===== src/verilog/etx_macros.svh =====
// ############################
// Transmit path sizing: packet width,
// channel buffer depth, channel count
// ############################

`ifndef ETX_MACROS_SVH
`define ETX_MACROS_SVH

// Full eMesh packet in bits
`define ETX_PW 104

// Entries per channel buffer
// Keep this a power of two
`define ETX_FIFO_DEPTH 4

// Write, read request, read response
`define ETX_NCH 3

`endif


===== src/verilog/emesh_pkg.sv =====
// ############################
// eMesh packet field types and
// the packed packet layout
// ############################

`default_nettype none

package emesh_pkg;

   // Field widths
   typedef logic [31:0] addr_t;
   typedef logic [31:0] data_t;
   typedef logic [3:0]  ctrlmode_t;
   typedef logic [1:0]  datamode_t;

   // ############################
   // Packet layout, MSB first
   // ############################
   typedef struct packed {
      addr_t     dstaddr;   // 103:72
      data_t     data;      // 71:40
      addr_t     srcaddr;   // 39:8
      ctrlmode_t ctrlmode;  // 7:4
      datamode_t datamode;  // 3:2
      logic      write;     // 1
      logic      spare;     // 0
   } emesh_packet_t;

endpackage

`default_nettype wire


===== src/verilog/etx_pkg.sv =====
// ############################
// Transmit control types: config
// and pin-side wait lines
// ############################

`default_nettype none

package etx_pkg;

   import emesh_pkg::*;

   // Control-mode override for wr/rd traffic
   typedef struct packed {
      logic      ctrlmode_bypass;
      ctrlmode_t ctrlmode;
   } etx_cfg_t;

   // Wait levels from the pin side
   typedef struct packed {
      logic cfg_wait;
      logic wr_wait;
      logic rd_wait;
   } etx_wait_t;

endpackage

`default_nettype wire


===== src/verilog/etx_arbiter.sv =====
// ############################
// Control-mode insertion, channel
// arbitration and output register
// ############################

`timescale 1ns/1ps
`default_nettype none

`include "etx_macros.svh"

module etx_arbiter
   import emesh_pkg::*, etx_pkg::*;
(
   input  logic          clk,
   input  logic          nreset,
   // Channel heads
   input  logic          txwr_access,
   input  logic          txrd_access,
   input  logic          txrr_access,
   input  emesh_packet_t txwr_packet,
   input  emesh_packet_t txrd_packet,
   input  emesh_packet_t txrr_packet,
   output logic          txwr_wait,
   output logic          txrd_wait,
   output logic          txrr_wait,
   // Pin waits and config
   input  etx_wait_t     etx_wait,
   input  etx_cfg_t      cfg,
   // Transmit port
   output logic          etx_access,
   output emesh_packet_t etx_packet,
   output logic          etx_rr
);

   // Channel slots, 0 is top priority
   localparam int WR = 0;
   localparam int RD = 1;
   localparam int RR = 2;

   logic [`ETX_NCH-1:0] request;
   logic [`ETX_NCH-1:0] grant;
   logic [`ETX_NCH-1:0] arb_wait;
   logic [`ETX_NCH-1:0] pin_wait;
   logic [`ETX_NCH-1:0] base_wait;
   logic [`ETX_NCH-1:0] chan_wait;
   emesh_packet_t       txwr_data;
   emesh_packet_t       txrd_data;
   emesh_packet_t       etx_mux;
   logic                access_in;
   logic                load;

   // Override ctrlmode when bypass is on
   function automatic emesh_packet_t insert_ctrlmode(emesh_packet_t pkt,
                                                     etx_cfg_t c);
      emesh_packet_t res;
      res = pkt;
      if (c.ctrlmode_bypass)
      begin
         res.ctrlmode = c.ctrlmode;
      end
      return res;
   endfunction

   // ############################
   // Control-mode insertion
   // ############################
   // Read responses pass untouched
   assign txwr_data = insert_ctrlmode(txwr_packet, cfg);
   assign txrd_data = insert_ctrlmode(txrd_packet, cfg);

   // ############################
   // Arbitration and mux
   // ############################
   assign request = {txrr_access, txrd_access, txwr_access};

   priority_arbiter #(
      .N       (`ETX_NCH)
   ) i_prio (
      .request (request),
      .grant   (grant),
      .await   (arb_wait)
   );

   // Grant is one-hot
   always_comb
   begin
      etx_mux = '0;
      if (grant[WR])
         etx_mux = txwr_data;
      else if (grant[RD])
         etx_mux = txrd_data;
      else if (grant[RR])
         etx_mux = txrr_packet;
   end

   // ############################
   // Wait steering
   // ############################
   // Responses go out on the write lane, hence wr_wait
   assign pin_wait[WR] = etx_wait.wr_wait | etx_wait.cfg_wait;
   assign pin_wait[RD] = etx_wait.rd_wait | etx_wait.cfg_wait;
   assign pin_wait[RR] = etx_wait.wr_wait | etx_wait.cfg_wait;

   // arb_wait never rises for the write slot
   assign base_wait = pin_wait | arb_wait;

   // Granted channel ready to move
   assign access_in = |(grant & ~base_wait);

   // Stall by the kind of the chosen packet
   assign load = access_in &
                 (etx_mux.write ? ~etx_wait.wr_wait : ~etx_wait.rd_wait);

   // No pop on the granted channel unless the register takes it
   assign chan_wait = base_wait | (grant & {`ETX_NCH{~load}});

   assign txwr_wait = chan_wait[WR];
   assign txrd_wait = chan_wait[RD];
   assign txrr_wait = chan_wait[RR];

   // ############################
   // Output register
   // ############################
   // Access is a one-cycle strobe per packet
   always_ff @(posedge clk)
   begin
      if (!nreset)
      begin
         etx_access <= 1'b0;
         etx_rr     <= 1'b0;
      end
      else
      begin
         etx_access <= load;
         etx_rr     <= load & grant[RR];
      end
   end

   // Payload holds between loads
   always_ff @(posedge clk)
   begin
      if (load)
      begin
         etx_packet <= etx_mux;
      end
   end

endmodule

`default_nettype wire


===== src/verilog/etx_core.sv =====
// ############################
// Transmit top: three channel
// buffers and the arbiter
// ############################

`timescale 1ns/1ps
`default_nettype none

module etx_core
   import emesh_pkg::*, etx_pkg::*;
(
   input  logic          clk,
   input  logic          nreset,
   // Host writes
   input  logic          wr_access,
   input  emesh_packet_t wr_packet,
   output logic          wr_wait,
   // Host read requests
   input  logic          rd_access,
   input  emesh_packet_t rd_packet,
   output logic          rd_wait,
   // Read responses
   input  logic          rr_access,
   input  emesh_packet_t rr_packet,
   output logic          rr_wait,
   // Pin waits and config
   input  etx_wait_t     etx_wait,
   input  etx_cfg_t      cfg,
   // Transmit port
   output logic          etx_access,
   output emesh_packet_t etx_packet,
   output logic          etx_rr
);

   // Buffer heads toward the arbiter
   logic          txwr_access;
   logic          txrd_access;
   logic          txrr_access;
   emesh_packet_t txwr_packet;
   emesh_packet_t txrd_packet;
   emesh_packet_t txrr_packet;
   logic          txwr_wait;
   logic          txrd_wait;
   logic          txrr_wait;

   // ############################
   // Channel buffers
   // ############################
   etx_fifo i_wr_fifo (
      .clk        (clk),
      .nreset     (nreset),
      .in_access  (wr_access),
      .in_packet  (wr_packet),
      .in_wait    (wr_wait),
      .out_access (txwr_access),
      .out_packet (txwr_packet),
      .out_wait   (txwr_wait)
   );

   etx_fifo i_rd_fifo (
      .clk        (clk),
      .nreset     (nreset),
      .in_access  (rd_access),
      .in_packet  (rd_packet),
      .in_wait    (rd_wait),
      .out_access (txrd_access),
      .out_packet (txrd_packet),
      .out_wait   (txrd_wait)
   );

   etx_fifo i_rr_fifo (
      .clk        (clk),
      .nreset     (nreset),
      .in_access  (rr_access),
      .in_packet  (rr_packet),
      .in_wait    (rr_wait),
      .out_access (txrr_access),
      .out_packet (txrr_packet),
      .out_wait   (txrr_wait)
   );

   // ############################
   // Arbiter and output stage
   // ############################
   etx_arbiter i_arbiter (
      .clk         (clk),
      .nreset      (nreset),
      .txwr_access (txwr_access),
      .txrd_access (txrd_access),
      .txrr_access (txrr_access),
      .txwr_packet (txwr_packet),
      .txrd_packet (txrd_packet),
      .txrr_packet (txrr_packet),
      .txwr_wait   (txwr_wait),
      .txrd_wait   (txrd_wait),
      .txrr_wait   (txrr_wait),
      .etx_wait    (etx_wait),
      .cfg         (cfg),
      .etx_access  (etx_access),
      .etx_packet  (etx_packet),
      .etx_rr      (etx_rr)
   );

endmodule

`default_nettype wire


===== src/verilog/etx_fifo.sv =====
// ############################
// Show-ahead packet buffer for
// one transmit channel
// ############################

`timescale 1ns/1ps
`default_nettype none

`include "etx_macros.svh"

module etx_fifo
   import emesh_pkg::*;
#(
   parameter int DEPTH = `ETX_FIFO_DEPTH
)
(
   input  logic          clk,
   input  logic          nreset,
   // Source side
   input  logic          in_access,
   input  emesh_packet_t in_packet,
   output logic          in_wait,
   // Arbiter side
   output logic          out_access,
   output emesh_packet_t out_packet,
   input  logic          out_wait
);

   localparam int AW = $clog2(DEPTH);

   // Extra MSB tells full from empty
   typedef logic [AW:0] ptr_t;

   logic [`ETX_PW-1:0] mem [DEPTH];
   ptr_t               wr_ptr;
   ptr_t               rd_ptr;
   logic               full;
   logic               empty;
   logic               push;
   logic               pop;

   // ############################
   // Status
   // ############################
   assign empty = (wr_ptr == rd_ptr);
   // Same index, lap bit differs
   assign full  = (wr_ptr[AW] != rd_ptr[AW]) &&
                  (wr_ptr[AW-1:0] == rd_ptr[AW-1:0]);

   // Source is held off while full
   assign in_wait = full;
   assign push    = in_access & ~full;

   // Head is visible whenever something is stored
   assign out_access = ~empty;
   assign out_packet = emesh_packet_t'(mem[rd_ptr[AW-1:0]]);
   assign pop        = out_access & ~out_wait;

   // ############################
   // Storage
   // ############################
   always_ff @(posedge clk)
   begin
      if (push)
      begin
         mem[wr_ptr[AW-1:0]] <= in_packet;
      end
   end

   // Pointers
   always_ff @(posedge clk)
   begin
      if (!nreset)
      begin
         wr_ptr <= '0;
         rd_ptr <= '0;
      end
      else
      begin
         if (push)
         begin
            wr_ptr <= wr_ptr + ptr_t'(1);
         end
         if (pop)
         begin
            rd_ptr <= rd_ptr + ptr_t'(1);
         end
      end
   end

endmodule

`default_nettype wire


===== src/verilog/priority_arbiter.sv =====
// ############################
// Fixed-priority arbiter with
// per-requester wait
// ############################

`timescale 1ns/1ps
`default_nettype none

`include "etx_macros.svh"

module priority_arbiter #(
   parameter int N = `ETX_NCH
)
(
   input  logic [N-1:0] request,
   output logic [N-1:0] grant,
   output logic [N-1:0] await
);

   // Index 0 wins, walk upward
   always_comb
   begin
      logic blocked;
      blocked = 1'b0;
      for (int i = 0; i < N; i++)
      begin
         grant[i] = request[i] & ~blocked;
         // Lost to a higher-priority requester
         await[i] = request[i] & blocked;
         blocked  = blocked | request[i];
      end
   end

endmodule

`default_nettype wire

===== config.mk =====
export PLATFORM = sky130hd
export DESIGN_NAME = etx_core
export DESIGN_NICKNAME = d
export VERILOG_FILES = /design/src/verilog/emesh_pkg.sv /design/src/verilog/etx_pkg.sv /design/src/verilog/etx_arbiter.sv /design/src/verilog/etx_core.sv /design/src/verilog/etx_fifo.sv /design/src/verilog/priority_arbiter.sv
export VERILOG_INCLUDE_DIRS = /design/src /design/src/verilog
export SDC_FILE = /design/constraint.sdc
export NUM_CORES = 1
export LEC_CHECK = 0
export BUFFER_PORTS_ARGS = -buffer_cell sky130_fd_sc_hd__buf_2
export CORE_UTILIZATION = 48
export DETAILED_ROUTE_END_ITERATION = 16
export PLACE_DENSITY = 0.69
export SLEW_MARGIN = 40
export SYNTH_ARGS = -nofsm -noshare
export SYNTH_HDL_FRONTEND = slang
export SYNTH_HIERARCHICAL = 1
export SYNTH_SLANG_ARGS = --single-unit

===== constraint.sdc =====
create_clock -name clk -period 13.6 [get_ports clk]
set_input_delay 2.04 -clock clk [delete_from_list [all_inputs] [get_ports clk]]
set_output_delay 2.04 -clock clk [all_outputs]
set_load 0.02 [all_outputs]

==> impl_metrics.py, run 1 <==
metrics = {
    "setup_path": {
        "path_cells": "xor2_1 > nor2_1 > nand2_4 > buf_6 > o21a_1 > nor2b_1 > o21ai_1 > a221o_1 > nor2_4 > buf_4 > buf_6",
        "critical_path_buf_inv_count": 3,
        "worst-setup-path-type": "reg2reg",
        "crit_slowest_cell": "buf_6",
        "startpoint_type": "flop",
        "cp_max_fo": 85,
        "end_kind": "flop",
        "crit_top_cell": "buf_6",
        "slowest_delay_ps": 630,
        "required_ps": 13960,
        "crit_arrival_ps": 5490,
        "cpLargestDelayFamily": "buffers and inverters",
    },
    "logic_synthesis": {
        "synth_area_sq_mm": 0.0520,
        "syn_inst": 2350,
        "synth_seq_cells": 1378,
        "synthesis.nets": 2690,
        "synth_edf_count": 1352,
        "synth_top_family_by_area": "multiplexers",
        "ys_async_sr_fraction_pct": 0,
        "synthAdderAreaFrac_pct": 0.361,
        "synth_warnings": 6,
        "synth_xor_xnor_area_share_pct": 0.303,
        "avgSynthCellArea_sq_um": 22.1,
        "yosys.area.top_type": "edfxtp_1",
        "synth_simple_gate_area_share_pct": 1.99,
        "synthTopCellsByArea": "edfxtp_1 (78%), mux4_2 (14%), a22oi_1 (1.4%), dfxtp_1 (1.0%), o21ai_0 (0.91%)",
        "synth_seq_area_share_pct": 79.1,
        "synth.most_common_cell": "edfxtp_1",
        "ys_dominant_reg_cell": "edfxtp_1",
        "synth-compound-area-share_pct": 3.21,
        "synth_common_cells": "edfxtp_1 (1352), mux4_2 (312), nand2_1 (125), a22oi_1 (98), o21ai_0 (95)",
        "muxShareOfSynthArea_pct": 13.5,
        "synth.distinct_cells": 47,
        "yosys.area.top_type_share_pct": 78.1,
    },
    "clock_tree": {
        "htree_num_levels": 4,
        "clock-sinks": 1378,
        "clkTransAtPathRegs_ps": 60,
        "post-cts-setup-buffers": 0,
        "clk_latency_ps": 750,
        "cts_buffers": 138,
        "clockBufferDepth": 3,
        "hold_buffers": 0,
        "cts_tree": "done",
        "cts.repair.resized": 0,
        "cts_root_buffer": "clkbuf_16",
    },
    "detailed_routing": {
        "via_per_inst": 5.97,
        "wl_per_cell_um": 29.0,
        "drt_first_iter_violations": 2911,
        "drc": 0,
        "detail-route-antenna-nets": 0,
        "wl_mm": 128,
        "dr.pass1.iters": 6,
        "via_count": 26200,
    },
    "layout": {
        "multi_input_area_sq_mm": 0.0102,
        "syn_to_final_growth_pct": 16.0,
        "seq_area_sq_mm": 0.0411,
        "fillerInstances": 7870,
        "post_route_cells_drive_above_1_share_pct": 34.1,
        "nets": 3182,
    },
    "power_and_ir_drop": {
        "power_density_mw_per_mm2": 193,
        "power.leakage_nw": 19.4,
        "peakVddDrop_v": 0.000134,
    },
    "sta": {
        "clock.fmax_ghz": 0.195,
        "rsz0062_at_grt": "no",
        "setup_viol": 0,
        "fin_crit_ps": 5130,
        "finClkSkew_ps": 29.6,
        "finalSetupTns_ps": 0,
        "slew_headroom_pct": 41.2,
        "period_share_pct": 37.7,
        "tightest_slew_ps": 875,
        "timing.final.ws_setup_ps": 8470,
        "hold_viol": 0,
        "maxSlewViolCount": 0,
    },
    "global_routing": {
        "grt.overflow.total": 0,
        "grt_pass1_vias": 26300,
        "grt_max_degree": 105,
        "grt_first_pass_wirelength_mm": 181,
        "grtUsageTotal_pct": 23.3,
        "antenna_found_initial": 109,
    },
    "placement": {
        "portBuffers": 433,
        "place.gp.congestion": 0.830,
        "hpwl_mm": 82.5,
        "dp_worst_setup_slack_ps": 8660,
    },
    "flow_run": {
        "maxCapViolations": 0,
    },
    "floorplan": {
        "die_h_um": 331,
        "io_pins": 434,
        "die-area_sq_mm": 0.110,
        "design.core.area_sq_mm": 0.107,
        "start_util_pct": 48.5,
        "die_x_um": 331,
        "rows": 120,
    },
    "worst_hold_path": {
        "hp-class": "reg2reg",
    },
    "status": {
        "status": "complete, no violations",
    },
}
[logic make-up (layout without fill, tap and decap cells)]
kind of cell,after synthesis,after routing
flops,1378,1378
mux,313,313
compound gates,263,263
simple gates,215,215
buf+inv,147,750
xor+xnor,18,18
fa+ha+maj,15,15
other cells,1,44
[tightest hold or removal path: cells and delay by family (launching register included)]
| kind | cells | cell delay, ps |
|---|---|---|
| DFF | 1 | 370 |
| and+or+nand+nor | 1 | 80 |
| AOI/OAI and AO/OA | 1 | 70 |
[placed cells by master (no fill, tap or decap), drive strengths merged, types with 6 or more instances in the layout]
| cell | Yosys | layout |
|---|---|---|
| diode | 0 | 43 |
| inv | 20 | 29 |
| nor3 | 9 | 9 |
| or4 | 6 | 6 |
| nor2 | 11 | 11 |
| nor2b | 9 | 9 |
| a31oi | 13 | 13 |
| nand3b | 7 | 7 |
| xor2 | 9 | 9 |
| clkbuf | 36 | 167 |
| dfxtp | 26 | 26 |
| a22oi | 98 | 98 |
| o211ai | 6 | 6 |
| o21ai | 120 | 120 |
| nand3 | 8 | 8 |
| xnor2 | 9 | 9 |
| nand4 | 15 | 15 |
| edfxtp | 1352 | 1352 |
| a211o | 6 | 6 |
| bufinv | 0 | 7 |
| nand2 | 125 | 125 |
| buf | 91 | 479 |
| clkinv | 0 | 63 |
| and2 | 10 | 10 |
| mux4 | 312 | 312 |
| ha | 15 | 15 |
| nand2b | 7 | 7 |
| a41oi | 6 | 6 |
| a21oi | 6 | 6 |
[metal layers]
layer | part of all wire, % | track usage [%] | vias to the layer above
met5 | 0.45 | 0 | -
li1 | - | - | 10900
met4 | 3.2 | 8.40 | 98
met2 | 48 | 36.9 | 1178
met3 | 9.8 | 7.26 | 361
met1 | 38 | 30.6 | 13700
[final timing paths]
check	from	to	slack (ps)	cells past startpoint
setup / recovery	i_wr_fifo/wr_ptr[0]$_SDFFE_PN0P_	i_arbiter/etx_packet[72]$_DFFE_PP_	8470	11
hold / removal	i_wr_fifo/wr_ptr[2]$_SDFFE_PN0P_	i_wr_fifo/wr_ptr[2]$_SDFFE_PN0P_	570	2
setup reg to reg	i_wr_fifo/wr_ptr[0]$_SDFFE_PN0P_	i_arbiter/etx_packet[72]$_DFFE_PP_	8470	11
hold reg to reg	i_wr_fifo/wr_ptr[2]$_SDFFE_PN0P_	i_wr_fifo/wr_ptr[2]$_SDFFE_PN0P_	570	2
[final cells by class]
| class | instances | area share [%] |
|---|---|---|
| Antenna cell | 43 | 0.178 |
| Clock buffer | 167 | 5.97 |
| Clock inverter | 84 | 1.17 |
| Inverter | 20 | 0.124 |
| Multi-Input combinational cell | 825 | 16.8 |
| Sequential cell | 1378 | 68.2 |
| Tap cell | 1403 | 2.91 |
| Timing Repair Buffer | 479 | 4.63 |
[power breakdown]
part | switching, mW | internal [mW]
combinational | 1.54 | 0.912
sequential | 0.212 | 5.38
clock | 1.59 | 2.04
total | 3.34 | 8.33
[metrics by stage]
| stage | hold slack [ps] | cell area, sq um | cells | total power, mW | util (%) |
|---|---|---|---|---|---|
| 6_report | 568 | 60400 | 4399 | 11.7 | 56.3 |
| 5_1_grt | 584 | 60300 | 4375 | 12.1 | 56.2 |
| 4_1_cts | 560 | 60200 | 4355 | 11.8 | 56.2 |
| 3_5_place_dp | 551 | 55900 | 4104 | 8.17 | 52.1 |
| 3_3_place_gp | 519 | 55600 | 4090 | 8.03 | 51.8 |
| 2_1_floorplan | 503 | 52000 | 2350 | 7.31 | - |
[sequential cells by signal, indices dropped and copies added (netlist names), named ones only]
register and cells:
i_rr_fifo/mem 416, i_wr_fifo/mem 416, i_arbiter/etx_rr 1, i_arbiter/etx_packet 104
i_wr_fifo/wr_ptr 3, i_rr_fifo/rd_ptr 3, i_rr_fifo/wr_ptr 3, i_rd_fifo/wr_ptr 3
i_rd_fifo/mem 416, i_rd_fifo/rd_ptr 3, i_wr_fifo/rd_ptr 3, i_arbiter/etx_access 1
Note: power is estimated with default switching activity, not from simulation.
==> run 2, diff against run 1 <==
Settings changed: PLACE_DENSITY 0.69 to 0.72.
Clock period 13.6 ns to 4.3 ns, I/O delays scaled along.
==> run 2 against run 1 <==
Effect of this change: wire length shrank 3.6%; critical path type unchanged; clock skew shrank 1.7 ps; largest power group unchanged; die area is the same; clock power grew to 3.3 times the previous value; sequential power grew to 3.1 times the previous value; worst hold slack lost 450 ps; fmax grew 47%; combinational power grew to 3.2 times the previous value; cell count is essentially flat.
==> impl_metrics.py, run 2 (synthesis gave the netlist of run 1 again) <==
metrics = {
    "clock_tree": {
        "clock-sinks": 1378,
        "clkTransAtPathRegs_ps": 60,
        "cts.repair.resized": 0,
        "clockBufferDepth": 3,
        "htree_num_levels": 4,
        "post-cts-setup-buffers": 0,
        "cts_root_buffer": "clkbuf_16",
        "cts_buffers": 141,
        "clk_latency_ps": 740,
        "cts_tree": "done",
        "hold_buffers": 0,
    },
    "detailed_routing": {
        "drt_first_iter_violations": 2531,
        "dr.pass1.iters": 6,
        "drc": 0,
        "via_count": 26200,
        "via_per_inst": 5.96,
        "wl_mm": 123,
        "wl_per_cell_um": 28.0,
        "detail-route-antenna-nets": 0,
    },
    "setup_path": {
        "crit_top_cell": "o21ai_0",
        "crit_slowest_cell": "o21ai_0",
        "rrSetupSlack_ps": 810,
        "required_ps": 4880,
        "ff2ff_path_depth": 10,
        "end_kind": "flop",
        "worst-setup-path-type": "reg2reg",
        "cp_max_fo": 138,
        "r2r_start": "i_wr_fifo/rd_ptr[0]$_SDFFE_PN0P_",
        "cpLargestDelayFamily": "simple AND/OR/NAND/NOR gates",
        "crit_arrival_ps": 4070,
        "critical_path_buf_inv_count": 1,
        "startpoint_type": "flop",
        "slowest_delay_ps": 590,
        "path_cells": "xor2_1 > nor2_1 > nand2_4 > buf_12 > nor2b_1 > a21oi_1 > o21ai_0 > nor3b_1 > o21ai_0 > nand4_1",
    },
    "floorplan": {
        "rows": 120,
        "die_x_um": 331,
        "die-area_sq_mm": 0.110,
        "io_pins": 434,
        "start_util_pct": 48.5,
        "design.core.area_sq_mm": 0.107,
        "die_h_um": 331,
    },
    "power_and_ir_drop": {
        "power_density_mw_per_mm2": 614,
        "peakVddDrop_v": 0.000645,
        "power.leakage_nw": 19.6,
        "design_power_total_mw": 37.2,
    },
    "global_routing": {
        "antenna_found_initial": 66,
        "grt_max_degree": 139,
        "grtUsageTotal_pct": 22.5,
        "grt_first_pass_wirelength_mm": 178,
        "grt.overflow.total": 0,
        "grt_pass1_vias": 27100,
    },
    "sta": {
        "setup_viol": 0,
        "fin_crit_ps": 3490,
        "slew_headroom_pct": 41.1,
        "finClkSkew_ps": 27.9,
        "finalSetupTns_ps": 0,
        "hold_viol": 0,
        "maxSlewViolCount": 0,
        "period_share_pct": 81.2,
        "clock.fmax_ghz": 0.286,
        "timing.final.ws_setup_ps": 809,
        "rsz0062_at_grt": "no",
        "tightest_slew_ps": 884,
    },
    "placement": {
        "place.gp.congestion": 0.822,
        "dp_worst_setup_slack_ps": 973,
        "portBuffers": 433,
        "place_area_sq_mm": 0.0559,
        "hpwl_mm": 75.9,
    },
    "layout": {
        "multi_input_area_sq_mm": 0.0102,
        "post_route_cells_drive_above_1_share_pct": 34.4,
        "final_cell_mix": "edfxtp_1 (1352), buf_2 (433), mux4_2 (312)",
        "syn_to_final_growth_pct": 16.5,
        "finalInstanceArea_sq_mm": 0.0606,
        "fillerInstances": 7836,
        "seq_area_sq_mm": 0.0411,
        "nets": 3186,
        "layout_commonest_cell": "edfxtp_1",
    },
    "worst_hold_path": {
        "hp-class": "in2reg",
        "holdCritStartpoint": "rd_packet[101]",
        "holdPathStages": 1,
        "min_to": "i_rd_fifo/mem[0][101]$_DFFE_PP_",
    },
    "status": {
        "status": "complete, no violations",
    },
    "flow_run": {
        "maxCapViolations": 0,
    },
}
-- run 2: changes by cell type in the layout (fill, tap and decap cells not counted), moves of 6 or more --
cell,delta
diode_2,-7
clkinv_1,-10
buf_4,+9
buf_12,+8
clkbuf_16,+6
buf_6,-14
clkinv_2,+7
-- run 2: final cells by class --
cell class	instances	share of cell area [%]
diodes	36	0.149
clock buffers	178	6.26
clock inverters	76	1.20
inverters	20	0.124
multi-input cells	825	16.8
flip-flops and latches	1378	67.9
well taps	1403	2.90
repair buffers	480	4.66
-- run 2: layer usage --
metal,track usage [%],share of wire (%),wire [um]
met1,28.3,38,46300
met2,38.0,51,62900
met3,5.51,8.1,10000
met4,8.47,2.8,3510
met5,0,0.32,396
-- run 2: worst max path at each step --
stage | slack, ps | startpoint | depth (start not counted) | endpoint
CTS | 960 | i_wr_fifo/wr_ptr[0]$_SDFFE_PN0P_ | 10 | flop
finish | 810 | i_wr_fifo/rd_ptr[0]$_SDFFE_PN0P_ | 10 | flop
global route | 580 | i_wr_fifo/rd_ptr[0]$_SDFFE_PN0P_ | 9 | flop
global placement | 1180 | i_wr_fifo/wr_ptr[0]$_SDFFE_PN0P_ | 9 | i_arbiter/etx_packet[42]$_DFFE_PP_
floorplan | 100 | i_rd_fifo/wr_ptr[0]$_SDFFE_PN0P_ | 3 | i_rd_fifo/mem[3][0]$_DFFE_PP_
detailed placement | 970 | i_wr_fifo/wr_ptr[0]$_SDFFE_PN0P_ | 10 | flop
-- run 2: power breakdown --
group / total (mW) / internal [mW] / switching [mW]
Clock: 11.8 / 6.83 / 4.98
Sequential: 17.6 / 17.0 / 0.600
Combinational: 7.78 / 2.92 / 4.87
-- run 2: metrics by stage --
step	util, %	cells	hold WS [ps]
3_5_place_dp	52.2	4105	561
3_3_place_gp	52.1	4103	516
2_1_floorplan	-	2350	503
6_report	56.5	4396	118
4_1_cts	56.4	4359	62.2
5_1_grt	56.5	4379	81.6
==> run 3, diff against run 2 <==
Settings changed: PLACE_DENSITY 0.72 to 0.69.
Clock period 4.3 ns to 3.4 ns, I/O delays scaled along.
==> run 3 against run 2 <==
Effect of this change: cell area grew 5.5%; highest routed layer unchanged; utilization grew 3.1 points; sequential cell count is the same.
==> impl_metrics.py, run 3 (synthesis gave the netlist of run 1 again) <==
metrics = {
    "sta": {
        "clock.fmax_ghz": 0.302,
        "rsz0062_at_grt": "no",
        "hold_viol": 0,
        "tightest_slew_ps": 913,
        "setup_viol": 0,
        "slew_headroom_pct": 39.1,
        "finClkSkew_ps": 22.3,
        "fin_crit_ps": 3310,
        "whs_ps": 51.7,
        "period_share_pct": 97.4,
        "maxSlewViolCount": 0,
        "finalSetupTns_ps": 0,
    },
    "global_routing": {
        "grt_max_degree": 104,
        "grt.overflow.total": 0,
        "grt_first_pass_wirelength_mm": 186,
        "grtUsageTotal_pct": 23.4,
        "grt_pass1_vias": 28600,
        "antenna_found_initial": 38,
    },
    "layout": {
        "final_cell_mix": "edfxtp_1 (1352), buf_2 (433), mux4_2 (312)",
        "layout_commonest_cell": "edfxtp_1",
        "post_route_cells_drive_above_1_share_pct": 31.4,
        "fillerInstances": 7600,
        "fin_util_pct": 59.6,
        "nets": 3503,
        "syn_to_final_growth_pct": 22.8,
    },
    "clock_tree": {
        "htree_num_levels": 4,
        "clkTransAtPathRegs_ps": 60,
        "cts_buffers": 141,
        "clockBufferDepth": 3,
        "cts_tree": "done",
        "cts_root_buffer": "clkbuf_16",
        "post-cts-setup-buffers": 0,
        "clk_latency_ps": 740,
        "clock-sinks": 1378,
    },
    "setup_path": {
        "path_cells": "xnor2_1 > nand2_8 > nor3b_4 > nor2b_1 > o21ai_1 > a221o_1 > nor2_4 > buf_12",
        "cp_max_fo": 61,
        "required_ps": 3760,
        "startpoint_type": "flop",
        "rrSetupSlack_ps": 90,
        "r2r_end": "i_arbiter/etx_packet[54]$_DFFE_PP_",
        "ff2ff_path_depth": 8,
        "crit_arrival_ps": 3670,
        "r2r_start": "i_wr_fifo/wr_ptr[2]$_SDFFE_PN0P_",
        "crit_slowest_cell": "xnor2_1",
        "end_kind": "flop",
        "slowest_delay_ps": 710,
        "worst-setup-path-type": "reg2reg",
    },
    "floorplan": {
        "die_x_um": 331,
        "io_pins": 434,
        "start_util_pct": 48.5,
        "rows": 120,
        "die-area_sq_mm": 0.110,
        "design.core.area_sq_mm": 0.107,
        "die_h_um": 331,
    },
    "power_and_ir_drop": {
        "pwr-share-comb_pct": 22.1,
        "power_density_mw_per_mm2": 746,
        "switching_share_pct": 28.4,
        "power.leakage_nw": 20.9,
        "internal_power_mw": 34.1,
        "design_power_total_mw": 47.6,
        "p_clk_share_pct": 31.3,
        "peakVddDrop_v": 0.000607,
        "p_switching_mw": 13.5,
        "pwr-share-seq_pct": 46.6,
    },
    "detailed_routing": {
        "dr.pass1.iters": 5,
        "detail-route-antenna-nets": 0,
        "drc": 0,
        "wl_per_cell_um": 27.1,
        "via_count": 27600,
        "via_per_inst": 5.85,
        "drt_first_iter_violations": 2981,
        "wl_mm": 128,
    },
    "placement": {
        "hpwl_mm": 75.4,
        "portBuffers": 433,
        "place.gp.congestion": 0.843,
    },
    "worst_hold_path": {
        "min_to": "i_rd_fifo/mem[1][21]$_DFFE_PP_",
        "holdPathStages": 1,
        "hp-class": "in2reg",
        "holdCritStartpoint": "rd_packet[21]",
    },
    "status": {
        "status": "complete, no violations",
    },
    "flow_run": {
        "maxCapViolations": 0,
    },
}
-- run 3: changes by cell type in the layout (fill, tap and decap cells not counted), sizes merged --
cell,before,now
inv,25,28
diode,36,31
clkbuf,178,177
clkinvlp,3,4
buf,480,486
dlygate4sd3,0,311
-- run 3: area by class of cell --
type / instances / area [sq um] / area share, %
antenna: 31 / 77.6 / 0.121
clock buffer: 177 / 3760 / 5.88
clock inverter: 80 / 719 / 1.13
inverter: 20 / 75.1 / 0.118
multi-input combinational: 825 / 10300 / 16.1
sequential: 1378 / 41100 / 64.4
tap: 1403 / 1760 / 2.75
timing repair buffer: 797 / 6090 / 9.54
-- run 3: per-layer routing --
| metal | wire length [um] | up-vias | share of wire, % | track usage, % |
|---|---|---|---|---|
| li1 | - | 11600 | - | - |
| met5 | 195 | - | 0.15 | 0 |
| met3 | 9650 | 212 | 7.6 | 4.77 |
| met1 | 50000 | 14600 | 39 | 31.1 |
| met2 | 65100 | 1216 | 51 | 39.3 |
| met4 | 2570 | 32 | 2.0 | 6.90 |
-- run 3: worst max-delay path by stage --
stage,slack (ps),start,cells past startpoint,endpoint
after detailed placement,180,i_rd_fifo/rd_ptr[0]$_SDFFE_PN0P_,9,i_arbiter/etx_packet[64]$_DFFE_PP_
after global placement,330,i_wr_fifo/wr_ptr[2]$_SDFFE_PN0P_,8,i_arbiter/etx_packet[46]$_DFFE_PP_
after CTS,200,i_rd_fifo/wr_ptr[0]$_SDFFE_PN0P_,9,i_arbiter/etx_packet[64]$_DFFE_PP_
final,90,i_wr_fifo/wr_ptr[2]$_SDFFE_PN0P_,8,i_arbiter/etx_packet[54]$_DFFE_PP_
after global routing,4,i_rd_fifo/wr_ptr[0]$_SDFFE_PN0P_,9,i_arbiter/etx_packet[5]$_DFFE_PP_
after floorplan,-390,i_rd_fifo/wr_ptr[1]$_SDFFE_PN0P_,9,i_arbiter/etx_packet[0]$_DFFE_PP_
-- run 3: metrics by stage --
stage,setup WS [ps],instances,area (sq um)
2_1_floorplan,-388,2350,52100
3_3_place_gp,328,4111,56200
3_5_place_dp,182,4111,56200
4_1_cts,202,4679,63800
5_1_grt,3.50,4701,63900
6_report,90.0,4711,63900
-- run 3: what timing repair did --
action / in CTS / in global routing
setup endpoints to repair: 0 / 5
hold buffers: 311 / 0
gates resized for setup: 0 / 1
endpoints found under the hold margin: 1241 / 0
-- run 3: power by group through the flow --
| stage | clock network [mW] | logic [mW] | registers (mW) |
|---|---|---|---|
| after floorplan | 0 | 6.47 | 22.7 |
| after global placement | 0 | 10.1 | 22.4 |
| after detailed placement | 0 | 10.3 | 22.5 |
| after CTS | 15.2 | 10.7 | 22.2 |
| after global routing | 15.8 | 11.3 | 22.3 |
| final | 14.9 | 10.5 | 22.2 |
-- run 3: critical path: cells and delay by family (launching register included) --
kind	cells	cell delay (ps)
AOI/OAI and AO/OA	2	480
xor gates and xnor gates	1	710
buffers and inverters	1	320
DFF	1	360
and+or+nand+nor	4	870
